File: config.mk
export PLATFORM = sky130hd
export DESIGN_NAME = opl3_channel_mix
export DESIGN_NICKNAME = d
export VERILOG_FILES = /design/src/hdl/opl3_mix_pkg.sv /design/src/hdl/channel_sequencer.sv /design/src/hdl/connection_mixer.sv /design/src/hdl/opl3_channel_mix.sv /design/src/hdl/output_accumulator.sv
export SDC_FILE = /design/constraint.sdc
export NUM_CORES = 1
export LEC_CHECK = 0
export ABC_AREA = 1
export BUFFER_PORTS_ARGS = -buffer_cell sky130_fd_sc_hd__buf_2
export CAP_MARGIN = 20
export CORE_ASPECT_RATIO = 0.5
export CORE_MARGIN = 2
export CORE_UTILIZATION = 30
export DETAILED_ROUTE_END_ITERATION = 16
export GPL_TIMING_DRIVEN = 0
export HOLD_SLACK_MARGIN = 0.03
export PLACE_DENSITY_LB_ADDON = 0.12
export SYNTH_ARGS = -nofsm -noshare
export SYNTH_HDL_FRONTEND = slang
export SYNTH_SLANG_ARGS = --single-unit
File: constraint.sdc
create_clock -name clk -period 6.4 [get_ports clk]
set_input_delay 1.28 -clock clk [delete_from_list [all_inputs] [get_ports clk]]
set_output_delay 1.28 -clock clk [all_outputs]
set_load 0.005 [all_outputs]
File: src/hdl/opl3_mix_pkg.sv
// ~~~~~~~~~~~~~~~~~~~~~~~~~~~~~~~~~~~~~~~~~~~~~~~~~~~~~~~~~~
// Widths and types shared by the channel output mixer.
// Operator outputs are 13-bit signed and held for a whole frame.
// pan bit 0 routes to output a, bit 1 to b, bit 2 to c, bit 3 to d.
// ~~~~~~~~~~~~~~~~~~~~~~~~~~~~~~~~~~~~~~~~~~~~~~~~~~~~~~~~~~
package opl3_mix_pkg;

    localparam int op_out_width   = 13;
    localparam int sample_width   = 16;
    localparam int acc_width      = 20;   // 18 channels of three-operator sums
    localparam int ops_per_bank   = 18;
    localparam int chans_per_bank = 9;
    localparam int chan_width     = op_out_width + 2;  // room for three operators

    typedef logic signed [op_out_width-1:0] op_sample_t;
    typedef logic signed [chan_width-1:0]   chan_value_t;
    typedef logic signed [acc_width-1:0]    acc_t;
    typedef logic signed [sample_width-1:0] sample_t;

    // operator outputs of one bank, slot 0 in the low bits
    typedef op_sample_t [ops_per_bank-1:0] bank_ops_t;

    localparam sample_t sample_max = sample_t'(2**(sample_width-1) - 1);
    localparam sample_t sample_min = sample_t'(-(2**(sample_width-1)));

    typedef struct packed {
        logic       cnt;    // connection bit
        logic [3:0] pan;    // routes to d c b a
    } chan_cfg_t;

    typedef struct packed {
        chan_cfg_t [chans_per_bank-1:0] chan;
        logic [2:0]                     four_op_sel;  // pairs 0/3, 1/4, 2/5
    } bank_cfg_t;

    // one channel slot issued by the sequencer
    typedef struct packed {
        logic       valid;
        logic       last;
        logic       bank;
        logic [3:0] chan;
    } chan_item_t;

    // one mixed channel value on its way to the accumulators
    typedef struct packed {
        logic        valid;
        logic        last;
        logic [3:0]  pan;
        chan_value_t value;
    } mix_item_t;

    typedef struct packed {
        sample_t a;
        sample_t b;
        sample_t c;
        sample_t d;
    } quad_sample_t;

    // saturate a frame sum to the signed sample range
    function automatic sample_t clamp_sample(input acc_t v);
        if (v > acc_t'(sample_max)) begin
            return sample_max;
        end
        if (v < acc_t'(sample_min)) begin
            return sample_min;
        end
        return sample_t'(v);
    endfunction

endpackage

File: src/hdl/channel_sequencer.sv
// ~~~~~~~~~~~~~~~~~~~~~~~~~~~~~~~~~~~~~~~~~~~~~~~~~~~~~~~~~~
// Walks the channels of one sample frame, one per cycle.
// A strobe seen while a frame runs is dropped.
// Mode is sampled with the strobe; OPL3 needs num_banks of 2.
// ~~~~~~~~~~~~~~~~~~~~~~~~~~~~~~~~~~~~~~~~~~~~~~~~~~~~~~~~~~
`timescale 1ns/1ps

module channel_sequencer #(
    parameter int num_banks = 2
) (
    input  logic                     clk,
    input  logic                     reset,
    input  logic                     sample_clk_en,
    input  logic                     is_new,
    output opl3_mix_pkg::chan_item_t item
);

    localparam logic [3:0] last_chan = 4'(opl3_mix_pkg::chans_per_bank - 1);

    logic       running;
    logic       opl3_frame;   // this frame covers both banks
    logic       bank;
    logic [3:0] chan;
    logic       final_chan;

    // last channel of bank 1, or of bank 0 in OPL2 mode
    assign final_chan = (chan == last_chan) && (bank || !opl3_frame);

    always_ff @(posedge clk) begin
        if (reset) begin
            running    <= 1'b0;
            opl3_frame <= 1'b0;
            bank       <= 1'b0;
            chan       <= '0;
        end else if (!running) begin
            if (sample_clk_en) begin
                running    <= 1'b1;
                opl3_frame <= is_new && (num_banks > 1);
                bank       <= 1'b0;
                chan       <= '0;
            end
        end else if (final_chan) begin
            running <= 1'b0;             // back to idle until the next strobe
        end else if (chan == last_chan) begin
            bank <= 1'b1;                // move on to bank 1
            chan <= '0;
        end else begin
            chan <= chan + 4'd1;
        end
    end

    // output register, one edge behind the counter
    always_ff @(posedge clk) begin
        if (reset) begin
            item <= '0;
        end else begin
            item.valid <= running;
            item.last  <= running && final_chan;
            item.bank  <= bank;
            item.chan  <= chan;
        end
    end

endmodule

File: src/hdl/connection_mixer.sv
// ~~~~~~~~~~~~~~~~~~~~~~~~~~~~~~~~~~~~~~~~~~~~~~~~~~~~~~~~~~
// Applies the 2- and 4-operator connections to one channel.
// Channels 0-2 with four_op_sel set use the 4-op algorithm;
// their partners 3-5 then give zero. Result is registered.
// ops and cfg must be stable for the whole frame.
// ~~~~~~~~~~~~~~~~~~~~~~~~~~~~~~~~~~~~~~~~~~~~~~~~~~~~~~~~~~
`timescale 1ns/1ps

module connection_mixer #(
    parameter int num_banks = 2
) (
    input  logic                     clk,
    input  logic                     reset,
    input  opl3_mix_pkg::chan_item_t in_item,
    input  opl3_mix_pkg::bank_ops_t  ops [num_banks],
    input  opl3_mix_pkg::bank_cfg_t  cfg [num_banks],
    output opl3_mix_pkg::mix_item_t  out_item
);

    opl3_mix_pkg::bank_ops_t   bank_ops;
    opl3_mix_pkg::bank_cfg_t   bank_cfg;
    opl3_mix_pkg::chan_cfg_t   chan_cfg;
    logic                      bank_sel;
    logic [1:0]                grp;        // channel / 3
    logic [1:0]                pair;       // 4-op pair of this channel
    logic [4:0]                mod_slot;
    logic [4:0]                car_slot;
    logic                      four_op_en;
    logic                      secondary;
    opl3_mix_pkg::op_sample_t  op_mod;
    opl3_mix_pkg::op_sample_t  op_car;
    opl3_mix_pkg::op_sample_t  op_s0;
    opl3_mix_pkg::op_sample_t  op_s1;
    opl3_mix_pkg::op_sample_t  op_s2;
    opl3_mix_pkg::op_sample_t  op_s3;
    opl3_mix_pkg::chan_value_t two_op_value;
    opl3_mix_pkg::chan_value_t four_op_value;
    opl3_mix_pkg::chan_value_t value;

    function automatic opl3_mix_pkg::chan_value_t widen(input opl3_mix_pkg::op_sample_t op);
        return opl3_mix_pkg::chan_value_t'(op);
    endfunction

    assign bank_sel = (num_banks > 1) && in_item.bank;
    assign bank_ops = ops[bank_sel];
    assign bank_cfg = cfg[bank_sel];
    assign chan_cfg = bank_cfg.chan[in_item.chan];

    // operator slots of the sequenced channel
    always_comb begin
        grp      = 2'(in_item.chan / 4'd3);
        mod_slot = 5'(in_item.chan) + 5'(3 * grp);
        car_slot = mod_slot + 5'd3;

        if (in_item.chan < 4'd3) begin
            pair = in_item.chan[1:0];
        end else if (in_item.chan < 4'd6) begin
            pair = 2'(in_item.chan - 4'd3);
        end else begin
            pair = 2'd0;
        end

        four_op_en = (in_item.chan < 4'd3) && bank_cfg.four_op_sel[pair];
        secondary  = (in_item.chan >= 4'd3) && (in_item.chan < 4'd6)
                     && bank_cfg.four_op_sel[pair];

        op_mod = bank_ops[mod_slot];
        op_car = bank_ops[car_slot];
        op_s0  = bank_ops[pair];
        op_s1  = bank_ops[pair + 3];
        op_s2  = bank_ops[pair + 6];
        op_s3  = bank_ops[pair + 9];
    end

    // 2-op: carrier alone or modulator plus carrier
    assign two_op_value = chan_cfg.cnt ? widen(op_mod) + widen(op_car) : widen(op_car);

    // 4-op algorithms, keyed by cnt of c then cnt of c+3
    always_comb begin
        case ({bank_cfg.chan[pair].cnt, bank_cfg.chan[pair + 3].cnt})
            2'b00:   four_op_value = widen(op_s3);
            2'b01:   four_op_value = widen(op_s1) + widen(op_s3);
            2'b10:   four_op_value = widen(op_s0) + widen(op_s3);
            default: four_op_value = widen(op_s0) + widen(op_s2) + widen(op_s3);
        endcase
    end

    always_comb begin
        if (secondary) begin
            value = '0;                  // partner channel is silent
        end else if (four_op_en) begin
            value = four_op_value;
        end else begin
            value = two_op_value;
        end
    end

    always_ff @(posedge clk) begin
        out_item.pan   <= chan_cfg.pan;
        out_item.value <= value;
        if (reset) begin
            out_item.valid <= 1'b0;
            out_item.last  <= 1'b0;
        end else begin
            out_item.valid <= in_item.valid;
            out_item.last  <= in_item.valid && in_item.last;
        end
    end

endmodule

File: src/hdl/opl3_channel_mix.sv
// ~~~~~~~~~~~~~~~~~~~~~~~~~~~~~~~~~~~~~~~~~~~~~~~~~~~~~~~~~~
// Channel output mixer: sequencer, connection mixer, accumulator.
// sample_valid rises N+3 edges after the accepted strobe,
// N = 18 in OPL3 mode with two banks, otherwise 9.
// With num_banks = 1, is_new has no effect.
// ~~~~~~~~~~~~~~~~~~~~~~~~~~~~~~~~~~~~~~~~~~~~~~~~~~~~~~~~~~
`timescale 1ns/1ps

module opl3_channel_mix #(
    parameter int num_banks = 2
) (
    input  logic                       clk,
    input  logic                       reset,
    input  logic                       sample_clk_en,
    input  logic                       is_new,
    input  opl3_mix_pkg::bank_ops_t    ops [num_banks],
    input  opl3_mix_pkg::bank_cfg_t    cfg [num_banks],
    output opl3_mix_pkg::quad_sample_t samples,
    output logic                       sample_valid
);

    opl3_mix_pkg::chan_item_t seq_item;
    opl3_mix_pkg::mix_item_t  mix_item;

    channel_sequencer #(
        .num_banks (num_banks)
    ) u_sequencer (
        .clk           (clk),
        .reset         (reset),
        .sample_clk_en (sample_clk_en),
        .is_new        (is_new),
        .item          (seq_item)
    );

    connection_mixer #(
        .num_banks (num_banks)
    ) u_mixer (
        .clk      (clk),
        .reset    (reset),
        .in_item  (seq_item),
        .ops      (ops),
        .cfg      (cfg),
        .out_item (mix_item)
    );

    output_accumulator u_accumulator (
        .clk          (clk),
        .reset        (reset),
        .in_item      (mix_item),
        .samples      (samples),
        .sample_valid (sample_valid)
    );

endmodule

File: src/hdl/output_accumulator.sv
// ~~~~~~~~~~~~~~~~~~~~~~~~~~~~~~~~~~~~~~~~~~~~~~~~~~~~~~~~~~
// Sums routed channel values into four frame accumulators.
// First item of a frame loads, later items add.
// Clamped samples and sample_valid follow one edge after last.
// Samples hold until the next frame completes.
// ~~~~~~~~~~~~~~~~~~~~~~~~~~~~~~~~~~~~~~~~~~~~~~~~~~~~~~~~~~
`timescale 1ns/1ps

module output_accumulator (
    input  logic                       clk,
    input  logic                       reset,
    input  opl3_mix_pkg::mix_item_t    in_item,
    output opl3_mix_pkg::quad_sample_t samples,
    output logic                       sample_valid
);

    opl3_mix_pkg::acc_t acc [4];     // a, b, c, d
    opl3_mix_pkg::acc_t value_ext;
    logic               frame_open;  // an item of this frame was absorbed
    logic               clamp_pending;

    assign value_ext = opl3_mix_pkg::acc_t'(in_item.value);

    always_ff @(posedge clk) begin
        if (in_item.valid) begin
            for (int i = 0; i < 4; i++) begin
                if (!frame_open) begin
                    acc[i] <= in_item.pan[i] ? value_ext : '0;  // frame start
                end else if (in_item.pan[i]) begin
                    acc[i] <= acc[i] + value_ext;
                end
            end
        end
    end

    always_ff @(posedge clk) begin
        if (reset) begin
            frame_open    <= 1'b0;
            clamp_pending <= 1'b0;
        end else begin
            clamp_pending <= in_item.valid && in_item.last;
            if (in_item.valid) begin
                frame_open <= !in_item.last;
            end
        end
    end

    // saturate the finished sums
    always_ff @(posedge clk) begin
        if (reset) begin
            samples      <= '0;
            sample_valid <= 1'b0;
        end else begin
            sample_valid <= clamp_pending;
            if (clamp_pending) begin
                samples.a <= opl3_mix_pkg::clamp_sample(acc[0]);
                samples.b <= opl3_mix_pkg::clamp_sample(acc[1]);
                samples.c <= opl3_mix_pkg::clamp_sample(acc[2]);
                samples.d <= opl3_mix_pkg::clamp_sample(acc[3]);
            end
        end
    end

endmodule

==> out/metrics.yaml <==
run_status:
  run_status: "completed"
layout:
  fraction_of_layout_instances_using_a_drive_strength_above_1: 0.2013
  layout.cell_area.non_filler_um2: 30770
  final_cells: 5963
  layout.area.seq_um2: 4454
  final_util: 0.3772
  num-fill-cells: 9216
  area_growth_syn_to_layout_pct: 24.54
  multiInputGateArea_um2: 18430
  nets: 5578
place:
  placed_cell_area_um2: 29340
  dp.cells: 5912
  dp.final_hpwl_um: 134700
  globalplace.congestion: 1.057
  place_worst_setup_slack_ns: -3.142
  placement.io_buffers: 631
critical_path:
  setup.worst_path.class: "reg2reg"
  timing.critical_path.slowest_stage_cell: "fa_1"
  crit_required_ns: 6.75
  timing.critical_path.fanout_max: 19
  worst_setup_path_start_kind: "flop"
  cpPeakStageDelay_ns: 0.61
  most_frequent_cell_on_critical_path: "nand2_1"
  cp-end-kind: "flop"
  r2r.worst_path.cells: 30
  cp.arrival_ns: 6.52
cts:
  cts.path.max_buffers: 2
  htree_levels: 4
  worst_setup_hold_path_clk_slew_ns: 0.08
  cts.hold.buffers_added: 0
  clk_latency_ns: 0.46
  tritoncts: "yes"
  clock_sinks: 182
  cts_buffers: 17
  clockRootBuffer: "clkbuf_16"
floorplan:
  core_box_area_um2: 81570
  initial_core_util: 0.3028
  fp.dieH_um: 206.9
  dieWidth_um: 409.8
  row_count: 74
  design.portCount: 633
  die_area_um2: 84800
route:
  drc: 0
  firstDrtPassIters: 6
  first_iter_violations: 4016
  drt-wirelength-per-cell_um: 28.17
  totalWireLength_um: 168000
  vias: 34230
  postRouteAntennaNets: 0
  route.detailed.vias_per_inst: 5.740
hold_path:
  hp-class: "reg2reg"
  hold_path_depth: 2
power_and_ir_drop:
  pwr_density_cell_nw_per_um2: 242.8
  max-vdd-ir-drop_uv: 221.6
  power_leakage_nw: 14.68
timing:
  finalCritPeriodShare: 0.9641
  timing.slew.headroom: 0.1364
  period_minus_slack_ns: 6.170
  worst_margin_pin_slew_ns: 1.295
  timing.final.hold_violations: 0
  setup_slack_ns: 0.2299
  achievable-frequency_mhz: 162.1
  setup_viol_count_final: 0
  slew_violations: 0
  fin_skew_ns: 0.009870
  setup-tns-final_ns: 0
logic_synthesis:
  synth_area_um2: 24700
  yosys_cell_types: 58
  synth-warning-count: 0
  yosys_register_bits: 182
  syn-num-nets: 4902
  yosysSeqAreaShare: 0.1799
  synth.avg_cell_area_um2: 5.926
  post-synth-top-count-cell: "nand2_1"
  async_flop_share: 0
  synth_area_leader_cell: "nand2_1"
  synth-edff-count: 80
  post_synth_most_frequent_cells: "nand2_1, o21ai_0, a21oi_1"
  postSynth.topFlopCell: "dfxtp_1"
  synth_top_cells_by_area: "nand2_1, o21ai_0, edfxtp_1"
  synth_cells: 4169
  yosys.area.top_type_share: 0.2083
job:
  max_cap_viol_count: 0
global_route:
  global_route.overflow_total: 0
  maximum_number_of_pins_on_one_net_before_global_route_repair: 21
  antenna_found_initial: 10
  grt.total_usage: 0.3792
  global_route_wire_length_before_repair_um: 229700
  first_global_vias: 31557
-- critical path: cells and delay by family, from the launching register on --
family	cells	cell delay [ns]
adder cells (fa/ha/maj)	5	1.74
AND/OR/NAND/NOR	13	1.37
buffers and inverters	9	1.77
AO/OA/AOI/OAI	3	0.74
flip-flops	1	0.38
-- per-layer routing --
| layer | part of all wire | track usage |
|---|---|---|
| met5 | 0.00027 | 0 |
| met4 | 0.048 | 0.1628 |
| met3 | 0.095 | 0.07836 |
| met2 | 0.44 | 0.6036 |
| met1 | 0.42 | 0.4990 |
-- state kept, by name (all words and copies together) (netlist names) --
signal,cells
u_accumulator.acc,80
u_accumulator.clamp_pending,1
u_accumulator.frame_open,1
u_accumulator.sample_valid,1
u_accumulator.samples,64
u_mixer.out_item,21
u_sequencer.bank,1
u_sequencer.chan,4
u_sequencer.item,7
u_sequencer.opl3_frame,1
u_sequencer.running,1
-- final timing paths --
check,start,endpoint,slack [ns]
max,u_sequencer.item[2],u_mixer.out_item[11],0.23
min,u_sequencer.item[5],u_mixer.out_item[19],0.41
max reg2reg,u_sequencer.item[2],u_mixer.out_item[11],0.23
min reg2reg,u_sequencer.item[5],u_mixer.out_item[19],0.41
-- power breakdown --
group          internal [mW]  leakage [nW]  switching (mW)  total [mW]
registers               1.32          1.58           0.226        1.55
clock network          0.651         0.316           0.520        1.17
logic                   1.60          12.8            3.15        4.75
total                   3.58          14.7            3.89        7.47
-- logic make-up (layout without fill, tap and decap cells) --
logic type / after synthesis / after routing / synth area share
other: 0 / 3 / 0
AND/OR/NAND/NOR: 2028 / 2028 / 0.3378
adder cells (fa/ha/maj): 165 / 165 / 0.09056
multiplexers: 27 / 27 / 0.01094
flip-flops: 182 / 182 / 0.1799
XOR/XNOR: 71 / 71 / 0.02608
AO/OA/AOI/OAI: 1198 / 1198 / 0.2697
buffers and inverters: 498 / 1187 / 0.08504
-- through the flow --
step	hold WS, ns	power [mW]
6_report	0.4126	7.471
5_1_grt	0.4362	7.988
4_1_cts	0.4105	7.346
3_5_place_dp	0.4052	6.107
3_3_place_gp	0.3993	6.099
2_1_floorplan	0.3952	4.438
-- timing repair --
action	4_1_cts	5_1_grt
setup endpoints to repair	15	14
pin swaps	11	9
gates cloned	0	0
hold endpoints to repair	0	0
gates resized for setup	180	62
buffers inserted	16	6
-- layout make-up --
| class | instances | area share |
|---|---|---|
| diodes | 3 | 0.0002440 |
| plain buffers | 232 | 0.04510 |
| clock buffers | 18 | 0.01464 |
| clock inverters | 14 | 0.005978 |
| inverters | 258 | 0.03184 |
| multi-input cells | 3489 | 0.5992 |
| flip-flops and latches | 182 | 0.1448 |
| well taps | 1102 | 0.04482 |
| repair buffers | 665 | 0.1134 |
-- cells in the final DEF (no fill, tap or decap), types with 9 or more instances in the layout --
cell / count
buf_6: 21
clkinv_1: 10
a21o_1: 10
clkbuf_16: 18
nand3_1: 305
o221ai_1: 21
o21ai_1: 20
buf_1: 10
clkbuf_4: 14
o31ai_1: 14
inv_2: 12
edfxtp_1: 80
nor2_1: 214
nand2_2: 9
dfxtp_1: 98
ha_1: 132
o21ai_0: 484
clkbuf_2: 25
o211ai_1: 74
buf_2: 701
nand2_1: 1366
and2_1: 19
inv_1: 232
nor3_1: 20
o2111ai_1: 18
xnor2_1: 28
buf_4: 52
mux2i_1: 27
nand4_1: 25
fa_1: 22
nand3_2: 11
or2_2: 26
xor2_1: 39
o22ai_1: 68
a21oi_1: 427
clkbuf_1: 58
No activity file was read; power rests on OpenSTA's default activity.
